### src/hdl/io_pkg.sv
package io_pkg;

    // ****************************************
    // Data widths.
    // ****************************************

    localparam int data_width = 32;    // Address, write data and read data.
    localparam int byte_width = 8;     // UART character.

    // ****************************************
    // Memory-mapped register addresses.
    // ****************************************

    localparam logic [data_width-1:0] addr_uart_ctrl   = 32'h8000_0000; // Status, read.
    localparam logic [data_width-1:0] addr_uart_rdata  = 32'h8000_0004; // Rx byte, read.
    localparam logic [data_width-1:0] addr_uart_tdata  = 32'h8000_0008; // Tx byte, write.
    localparam logic [data_width-1:0] addr_cycle_cnt   = 32'h8000_0010;
    localparam logic [data_width-1:0] addr_inst_cnt    = 32'h8000_0014;
    localparam logic [data_width-1:0] addr_rst_cnt     = 32'h8000_0018; // Clear counters.
    localparam logic [data_width-1:0] addr_br_inst_cnt = 32'h8000_001C;
    localparam logic [data_width-1:0] addr_br_suc_cnt  = 32'h8000_0020;

    // ****************************************
    // One-hot access strobe positions.
    // ****************************************

    localparam int sel_count = 8;

    localparam int sel_ctrl    = 0;
    localparam int sel_rdata   = 1;
    localparam int sel_tdata   = 2;
    localparam int sel_cycle   = 3;
    localparam int sel_inst    = 4;
    localparam int sel_rst     = 5;
    localparam int sel_br_inst = 6;
    localparam int sel_br_suc  = 7;

endpackage

### src/hdl/mmio_decode.sv
`timescale 1ns/10ps

module mmio_decode (
    input  logic [io_pkg::data_width-1:0] addr,
    input  logic                          io_en,
    output logic [io_pkg::sel_count-1:0]  sel
);

    // Full 32-bit compare, so aliases of a register never hit.
    always_comb begin
        sel = '0;
        if (io_en) begin
            case (addr)
                io_pkg::addr_uart_ctrl: begin
                    sel[io_pkg::sel_ctrl] = 1'b1;
                end
                io_pkg::addr_uart_rdata: begin
                    sel[io_pkg::sel_rdata] = 1'b1;
                end
                io_pkg::addr_uart_tdata: begin
                    sel[io_pkg::sel_tdata] = 1'b1;
                end
                io_pkg::addr_cycle_cnt: begin
                    sel[io_pkg::sel_cycle] = 1'b1;
                end
                io_pkg::addr_inst_cnt: begin
                    sel[io_pkg::sel_inst] = 1'b1;
                end
                io_pkg::addr_rst_cnt: begin
                    sel[io_pkg::sel_rst] = 1'b1;
                end
                io_pkg::addr_br_inst_cnt: begin
                    sel[io_pkg::sel_br_inst] = 1'b1;
                end
                io_pkg::addr_br_suc_cnt: begin
                    sel[io_pkg::sel_br_suc] = 1'b1;
                end
                default: begin
                    sel = '0;    // Unmapped address, no side effect.
                end
            endcase
        end
    end

endmodule

### src/hdl/perf_counters.sv
`timescale 1ns/10ps

module perf_counters (
    input  logic                          clk,
    input  logic                          rst,
    input  logic                          clear,
    input  logic                          inst_ret,
    input  logic                          br_inst,
    input  logic                          br_suc,
    output logic [io_pkg::data_width-1:0] cycle_cnt,
    output logic [io_pkg::data_width-1:0] inst_cnt,
    output logic [io_pkg::data_width-1:0] br_inst_cnt,
    output logic [io_pkg::data_width-1:0] br_suc_cnt
);

    localparam logic [io_pkg::data_width-1:0] cnt_one = 1;

    // ****************************************
    // Counters.
    // ****************************************

    // Clear has priority over any increment on the same edge.
    always_ff @(posedge clk) begin
        if (rst || clear) begin
            cycle_cnt   <= '0;
            inst_cnt    <= '0;
            br_inst_cnt <= '0;
            br_suc_cnt  <= '0;
        end else begin
            cycle_cnt <= cycle_cnt + cnt_one;    // Free running.

            if (inst_ret) begin
                inst_cnt <= inst_cnt + cnt_one;
            end

            if (br_inst) begin
                br_inst_cnt <= br_inst_cnt + cnt_one;
            end

            // Correct predictions, counted independently of br_inst.
            if (br_suc) begin
                br_suc_cnt <= br_suc_cnt + cnt_one;
            end
        end
    end

endmodule

### src/hdl/uart_tx.sv
`timescale 1ns/10ps

module uart_tx #(
    parameter int clock_freq = 125000000,
    parameter int baud_rate  = 115200
) (
    input  logic                          clk,
    input  logic                          rst,
    input  logic [io_pkg::byte_width-1:0] tx_data,
    input  logic                          tx_valid,
    output logic                          tx_ready,
    output logic                          serial_out
);

    localparam int clocks_per_bit = clock_freq / baud_rate;
    localparam int cnt_width      = (clocks_per_bit > 1) ? $clog2(clocks_per_bit) : 1;
    localparam int frame_width    = io_pkg::byte_width + 2;    // Start, data, stop.

    localparam logic [cnt_width-1:0] cnt_last = cnt_width'(clocks_per_bit - 1);
    localparam logic [3:0]           bit_last = 4'(frame_width - 1);

    logic                   busy;
    logic [frame_width-1:0] frame;      // Shifts out LSB first.
    logic [cnt_width-1:0]   clk_cnt;    // Clocks within the current bit.
    logic [3:0]             bit_cnt;    // Bit within the frame.

    assign tx_ready   = ~busy;
    assign serial_out = frame[0];      // All ones while idle, so the line rests high.

    // ****************************************
    // Frame shifter.
    // ****************************************

    always_ff @(posedge clk) begin
        if (rst) begin
            busy    <= 1'b0;
            frame   <= '1;
            clk_cnt <= '0;
            bit_cnt <= '0;
        end else if (!busy) begin
            if (tx_valid) begin    // Handshake, ready is implied by idle.
                frame   <= {1'b1, tx_data, 1'b0};
                busy    <= 1'b1;
                clk_cnt <= '0;
                bit_cnt <= '0;
            end
        end else if (clk_cnt == cnt_last) begin
            clk_cnt <= '0;
            frame   <= {1'b1, frame[frame_width-1:1]};    // Back-fill with idle level.
            if (bit_cnt == bit_last) begin
                busy <= 1'b0;    // Stop bit fully sent.
            end else begin
                bit_cnt <= bit_cnt + 4'd1;
            end
        end else begin
            clk_cnt <= clk_cnt + cnt_width'(1);
        end
    end

endmodule

### src/hdl/uart_rx.sv
`timescale 1ns/10ps

module uart_rx #(
    parameter int clock_freq = 125000000,
    parameter int baud_rate  = 115200
) (
    input  logic                          clk,
    input  logic                          rst,
    input  logic                          serial_in,
    output logic [io_pkg::byte_width-1:0] rx_data,
    output logic                          rx_valid,
    input  logic                          rx_ready
);

    localparam int clocks_per_bit = clock_freq / baud_rate;
    localparam int cnt_width      = (clocks_per_bit > 1) ? $clog2(clocks_per_bit) : 1;

    localparam logic [cnt_width-1:0] cnt_last = cnt_width'(clocks_per_bit - 1);
    localparam logic [cnt_width-1:0] cnt_half = cnt_width'(clocks_per_bit / 2);
    localparam logic [3:0]           bit_last = 4'(io_pkg::byte_width - 1);

    typedef enum logic [1:0] {
        st_idle,
        st_start,
        st_data,
        st_stop
    } state_t;

    state_t                        state;
    logic [1:0]                    sync;       // Two-flop synchronizer.
    logic                          line_prev;
    logic                          line;
    logic                          fall;
    logic [cnt_width-1:0]          clk_cnt;
    logic [3:0]                    bit_cnt;
    logic [io_pkg::byte_width-1:0] shift;

    assign line = sync[1];
    assign fall = line_prev & ~line;

    always_ff @(posedge clk) begin
        if (rst) begin
            sync      <= 2'b11;    // Idle line level.
            line_prev <= 1'b1;
        end else begin
            sync      <= {sync[0], serial_in};
            line_prev <= line;
        end
    end

    // ****************************************
    // Receive FSM.
    // ****************************************

    always_ff @(posedge clk) begin
        if (rst) begin
            state    <= st_idle;
            clk_cnt  <= '0;
            bit_cnt  <= '0;
            rx_valid <= 1'b0;
        end else begin
            if (rx_ready) begin
                rx_valid <= 1'b0;    // Byte consumed.
            end
            case (state)
                st_idle: begin
                    clk_cnt <= '0;
                    if (fall) state <= st_start;
                end
                st_start: begin
                    if (clk_cnt == cnt_half) begin
                        clk_cnt <= '0;
                        bit_cnt <= '0;
                        state   <= line ? st_idle : st_data;    // Glitch rejection.
                    end else begin
                        clk_cnt <= clk_cnt + cnt_width'(1);
                    end
                end
                st_data: begin
                    if (clk_cnt == cnt_last) begin
                        clk_cnt <= '0;
                        shift   <= {line, shift[io_pkg::byte_width-1:1]};    // LSB first.
                        if (bit_cnt == bit_last) state <= st_stop;
                        else bit_cnt <= bit_cnt + 4'd1;
                    end else begin
                        clk_cnt <= clk_cnt + cnt_width'(1);
                    end
                end
                st_stop: begin
                    // Middle of the stop bit; a held byte is overwritten.
                    if (clk_cnt == cnt_last) begin
                        rx_data  <= shift;
                        rx_valid <= 1'b1;
                        state    <= st_idle;
                    end else begin
                        clk_cnt <= clk_cnt + cnt_width'(1);
                    end
                end
                default: state <= st_idle;
            endcase
        end
    end

endmodule

### src/hdl/mmio_readback.sv
`timescale 1ns/10ps

module mmio_readback (
    input  logic                          clk,
    input  logic                          rst,
    input  logic [io_pkg::sel_count-1:0]  sel,
    input  logic                          tx_ready,
    input  logic                          rx_valid,
    input  logic [io_pkg::byte_width-1:0] rx_data,
    input  logic [io_pkg::data_width-1:0] cycle_cnt,
    input  logic [io_pkg::data_width-1:0] inst_cnt,
    input  logic [io_pkg::data_width-1:0] br_inst_cnt,
    input  logic [io_pkg::data_width-1:0] br_suc_cnt,
    output logic [io_pkg::data_width-1:0] dout
);

    logic [io_pkg::data_width-1:0] status;
    logic [io_pkg::data_width-1:0] rdata;
    logic [io_pkg::data_width-1:0] rd_value;

    assign status = {{(io_pkg::data_width-2){1'b0}}, rx_valid, tx_ready};
    assign rdata  = {{(io_pkg::data_width-io_pkg::byte_width){1'b0}}, rx_data};

    // Write strobes fall through to zero.
    always_comb begin
        rd_value = '0;
        if (sel[io_pkg::sel_ctrl])    rd_value = status;
        if (sel[io_pkg::sel_rdata])   rd_value = rdata;
        if (sel[io_pkg::sel_cycle])   rd_value = cycle_cnt;
        if (sel[io_pkg::sel_inst])    rd_value = inst_cnt;
        if (sel[io_pkg::sel_br_inst]) rd_value = br_inst_cnt;
        if (sel[io_pkg::sel_br_suc])  rd_value = br_suc_cnt;
    end

    // One cycle read latency.
    always_ff @(posedge clk) begin
        if (rst) begin
            dout <= '0;
        end else begin
            dout <= rd_value;
        end
    end

endmodule

### src/hdl/io_top.sv
`timescale 1ns/10ps

module io_top #(
    parameter int clock_freq = 125000000,
    parameter int baud_rate  = 115200
) (
    input  logic                          clk,
    input  logic                          rst,
    input  logic [io_pkg::data_width-1:0] addr,
    input  logic [io_pkg::data_width-1:0] din,
    input  logic                          io_en,
    input  logic                          inst_ret,
    input  logic                          br_inst,
    input  logic                          br_suc,
    input  logic                          serial_in,
    output logic                          serial_out,
    output logic [io_pkg::data_width-1:0] dout
);

    logic [io_pkg::sel_count-1:0]  sel;
    logic                          tx_ready;
    logic [io_pkg::byte_width-1:0] rx_data;
    logic                          rx_valid;
    logic [io_pkg::data_width-1:0] cycle_cnt;
    logic [io_pkg::data_width-1:0] inst_cnt;
    logic [io_pkg::data_width-1:0] br_inst_cnt;
    logic [io_pkg::data_width-1:0] br_suc_cnt;

    // ****************************************
    // Decode.
    // ****************************************

    mmio_decode mmio_decode_i (
        .addr  (addr),
        .io_en (io_en),
        .sel   (sel)
    );

    // ****************************************
    // Execute.
    // ****************************************

    uart_tx #(
        .clock_freq (clock_freq),
        .baud_rate  (baud_rate)
    ) uart_tx_i (
        .clk        (clk),
        .rst        (rst),
        .tx_data    (din[io_pkg::byte_width-1:0]),    // Low byte only.
        .tx_valid   (sel[io_pkg::sel_tdata]),
        .tx_ready   (tx_ready),
        .serial_out (serial_out)
    );

    uart_rx #(
        .clock_freq (clock_freq),
        .baud_rate  (baud_rate)
    ) uart_rx_i (
        .clk       (clk),
        .rst       (rst),
        .serial_in (serial_in),
        .rx_data   (rx_data),
        .rx_valid  (rx_valid),
        .rx_ready  (sel[io_pkg::sel_rdata])    // Reading RDATA consumes the byte.
    );

    perf_counters perf_counters_i (
        .clk         (clk),
        .rst         (rst),
        .clear       (sel[io_pkg::sel_rst]),
        .inst_ret    (inst_ret),
        .br_inst     (br_inst),
        .br_suc      (br_suc),
        .cycle_cnt   (cycle_cnt),
        .inst_cnt    (inst_cnt),
        .br_inst_cnt (br_inst_cnt),
        .br_suc_cnt  (br_suc_cnt)
    );

    // Result.
    mmio_readback mmio_readback_i (
        .clk         (clk),
        .rst         (rst),
        .sel         (sel),
        .tx_ready    (tx_ready),
        .rx_valid    (rx_valid),
        .rx_data     (rx_data),
        .cycle_cnt   (cycle_cnt),
        .inst_cnt    (inst_cnt),
        .br_inst_cnt (br_inst_cnt),
        .br_suc_cnt  (br_suc_cnt),
        .dout        (dout)
    );

endmodule

### config.mk
export PLATFORM = sky130hd
export DESIGN_NAME = io_top
export DESIGN_NICKNAME = d
export VERILOG_FILES = /design/src/hdl/io_pkg.sv /design/src/hdl/mmio_decode.sv /design/src/hdl/perf_counters.sv /design/src/hdl/uart_tx.sv /design/src/hdl/uart_rx.sv /design/src/hdl/mmio_readback.sv /design/src/hdl/io_top.sv
export SDC_FILE = /design/constraint.sdc
export NUM_CORES = 1
export LEC_CHECK = 0
export CAP_MARGIN = 20
export CORE_UTILIZATION = 55
export CTS_CLUSTER_DIAMETER = 120
export CTS_CLUSTER_SIZE = 12
export DETAILED_ROUTE_END_ITERATION = 7
export DONT_BUFFER_PORTS = 1
export GPL_ROUTABILITY_DRIVEN = 0
export GPL_TIMING_DRIVEN = 0
export PLACE_DENSITY = 0.76
export SYNTH_ARGS = -nofsm -noshare
export SYNTH_HDL_FRONTEND = slang
export SYNTH_SLANG_ARGS = --single-unit
### constraint.sdc
create_clock -name clk -period 2.3 [get_ports clk]
set_input_delay 0.115 -clock clk [delete_from_list [all_inputs] [get_ports clk]]
set_output_delay 0.115 -clock clk [all_outputs]
set_load 0.03 [all_outputs]
==> run metrics <==
status finished, violations left; violated checks DRC, hold timing; r2r setup slk 110 ps; Core Area 18150 um2; CP cell instances inv_1 -> ha_1 -> or4b_4 -> nor3_4 -> nand2_2 -> or3_1 -> a31oi_1; slew margin rel. 0.1930; vias 8532; final period utilization 0.9532; Root Driver clkbuf_16; worst slew pin tran 1201 ps; Lkg Pwr 0.003831 uW; Cells on Worst Hold Path 2; RSZ-0062 raised after global routing false; Critical-path top delay cell or4b_4; die area 19220 um2; first-pass GRT wire length 40360 um; Hold Crit Start addr[3]; termination of the worst setup path uart_tx_i.bit_cnt[1]; Post-synth EDFFs 16; worst vdd ir 517.7 uV; Area growth, synth to finish 11.09%; DR WL/cell 17.70 um; worst-case clock buffer depth 3; asr flop ratio synth 0; Die Y 138.6 um; register area share after synthesis 0.4484; hold crit path type input pin to register; initial core utilization 0.5658; DP Area 10560 um2; Crit. End Element register; Min Hold Slack -18.12 ps; post-DP HPWL 17580 um; initial antenna violation count 0; fin area 11410 um2; Final ANT Viol Nets 0; fraction of layout cells with a size suffix above 1 0.08369; vias in the first global route 7937; io pins 104; largest net degree at the start of global routing 14; vias per inst 6.042; port bufs 0; Final Critical Period 2192 ps; syn nets 1219; RR Startpoint uart_tx_i.clk_cnt[0]; Mapped Cells 1136; Num CTS Buffers 22; Die W 138.6 um; Final Skew 10.33 ps; GRT Overall Usage 0.2595; Slew Viols, Final 0; post-synthesis cell type count 68; FF-to-FF path depth 7; number of iterations in the first detailed-routing pass 8; std cell rows 49; Post-route DRC 5; Reg2Reg Capture Point uart_tx_i.bit_cnt[1]; area of the multi-input gates 5424 um2; ys flop type dfxtp_1; CP Class register to register; H-tree Lvls 1; Synth warnings 0; Worst EP arrival 2620 ps; worst-skew pair later-pin latency 500 ps; register area 4606 um2; Worst-path clk slew 70 ps; ANT cells 0; # fillers 1539; Remaining Overflow, GRT 0; CTS tree yes; CP peak stage delay 510 ps; Mapped Avg Cell Area 9.039 um2; Power Dens Cells 647.2 nW/um2; number of max-cap violations 0; Post-Syn Area 10270 um2; Achievable Freq 0.4561 GHz; Nets 1263; 1st-iter DRT viols 601; Hold Violations, Final 1; final WL 24990 um; post-synthesis register bit count 222; final setup vio count 0; required time of the critical path 2730 ps; Worst Setup SP uart_tx_i.clk_cnt[0]; Critical Path Fanout Max 7; # clock sinks 222; Startpoint Class register
[cells in the final DEF (no fill, tap or decap), types with 3 or more instances in the layout]
master         netlist  layout
a211oi_1            10      10
and4_1              20      20
xor2_1              63      63
dfxtp_1            206     205
o2bb2ai_1           13      13
or2_2                3       3
nor4_1              11      11
inv_1               17      17
dlygate4sd3_1        0      13
a31o_2               3       3
mux2_2              15      15
ha_1                12      12
or3_1               16      16
clkbuf_16            0      23
xnor2_1             58      58
nand2_1             68      67
clkbuf_1            35      36
a31oi_1              6       6
nor3_1              26      26
a22oi_1             19      19
nor2_1             202     199
o21ai_0             20      20
nand4_1             44      44
nand3_1             55      55
edfxtp_1            16      16
a21oi_1             31      31
or4_1                5       3
mux2i_1             25      25
a311oi_1             8       8
and3_1              25      25
and2_1              14      14
buf_4                0       8
a222oi_1            13      13
nor4_2               4       3
buf_2               15      16
a22o_1               5       5
buf_1                5       5
nor3_4               2       3
o21bai_1             3       3
[cell families after synthesis]
logic type | share of synthesized area
AOI/OAI and AO/OA | 0.09918
xor gates and xnor gates | 0.1032
adders and majority gates | 0.01462
buffers and inverters | 0.02961
DFF | 0.4484
muxes | 0.04520
and+or+nand+nor | 0.2598
[synthesized netlist by cell type (all sizes together), types with 2 or more instances]
cell,n,share of area
a211oi,10,0.0073
a21o,2,0.0015
a21oi,31,0.015
a222oi,13,0.013
a22o,5,0.0043
a22oi,19,0.014
a311oi,8,0.0068
a31o,3,0.0026
a31oi,6,0.0037
and2,16,0.0099
and3,26,0.016
and4,23,0.020
and4b,2,0.0019
buf,21,0.010
clkbuf,35,0.013
dfxtp,206,0.40
edfxtp,16,0.047
ha,12,0.015
inv,17,0.0062
mux2,15,0.016
mux2i,25,0.024
mux4,2,0.0044
nand2,69,0.025
nand3,55,0.027
nand3b,2,0.0015
nand4,46,0.030
nor2,202,0.074
nor2b,3,0.0018
nor3,29,0.017
nor4,15,0.012
nor4b,3,0.0026
o21a,2,0.0015
o21ai,20,0.0097
o21bai,3,0.0022
o2bb2ai,13,0.011
o31ai,3,0.0027
or2,3,0.0018
or3,16,0.0097
or4,5,0.0037
xnor2,58,0.049
xor2,63,0.054
[area by class of cell]
| class | instances | area share |
|---|---|---|
| plain buffers | 54 | 0.02007 |
| clock buffers | 26 | 0.05144 |
| clock inverters | 1 | 0.0007678 |
| inverters | 18 | 0.006252 |
| multi-input cells | 840 | 0.4755 |
| flip-flops and latches | 222 | 0.4038 |
| well taps | 229 | 0.02512 |
| repair buffers | 22 | 0.01711 |
[flip-flops by register name, summed over array words and instances (netlist names), 9 cells and up, named ones only]
signal,flops
mmio_readback_i.dout,32
perf_counters_i.br_inst_cnt,32
uart_rx_i.clk_cnt,11
uart_tx_i.frame,9
perf_counters_i.inst_cnt,32
perf_counters_i.br_suc_cnt,32
perf_counters_i.cycle_cnt,32
uart_tx_i.clk_cnt,11
[layer usage]
metal | vias to the layer above | GRT usage | share of wire
met5 | - | 0 | 0
met4 | 0 | 0.09181 | 0.030
met3 | 61 | 0.04731 | 0.071
met2 | 327 | 0.4219 | 0.46
met1 | 4008 | 0.3472 | 0.44
li1 | 4136 | - | -
[worst max-delay path, delay by kind of cell, from the launching register on]
kind                       cells  cell delay [ps]
and+or+nand+nor                4             1330
DFF                            1              350
adders and majority gates      1              180
AOI/OAI and AO/OA              1              170
buffers and inverters          1               80
[worst min-delay path by stage]
stage                         endpoint  slack (ps)
6_report       mmio_readback_i.dout[4]         -20
4_1_cts        mmio_readback_i.dout[4]          10
3_5_place_dp         uart_rx_i.sync[0]         220
3_3_place_gp         uart_rx_i.sync[0]         220
2_1_floorplan        uart_rx_i.sync[0]         220
5_1_grt        mmio_readback_i.dout[4]          20
[stage by stage]
stage,TNS [ps],worst slack [ps],power (uW),cells,utilization
floorplan,0,65.33,4169,1136,-
global placement,-79740,-718.7,4231,1365,0.5816
detailed placement,-86580,-757.6,4239,1366,0.5819
CTS,0,20.35,7414,1406,0.6232
global route,0,12.01,7601,1412,0.6286
finish,0,107.6,7383,1412,0.6286
[where the power goes]
part	internal (uW)	switching [uW]	leakage (uW)	total (uW)
combinational	89.3	152	0.00173	241
sequential	3910	31.7	0.00181	3940
clock	1780	1430	0.000291	3200
[timing repair]
item                                   in CTS  in global routing
pin swaps                                   0                  4
hold buffers                               13                  0
cloned                                      0                  0
gates resized for setup                     6                 10
endpoints found under the hold margin      12                  0
setup buffers                               0                  8
setup endpoints to repair                 111                 51
Power figures use the tool's default switching activity.
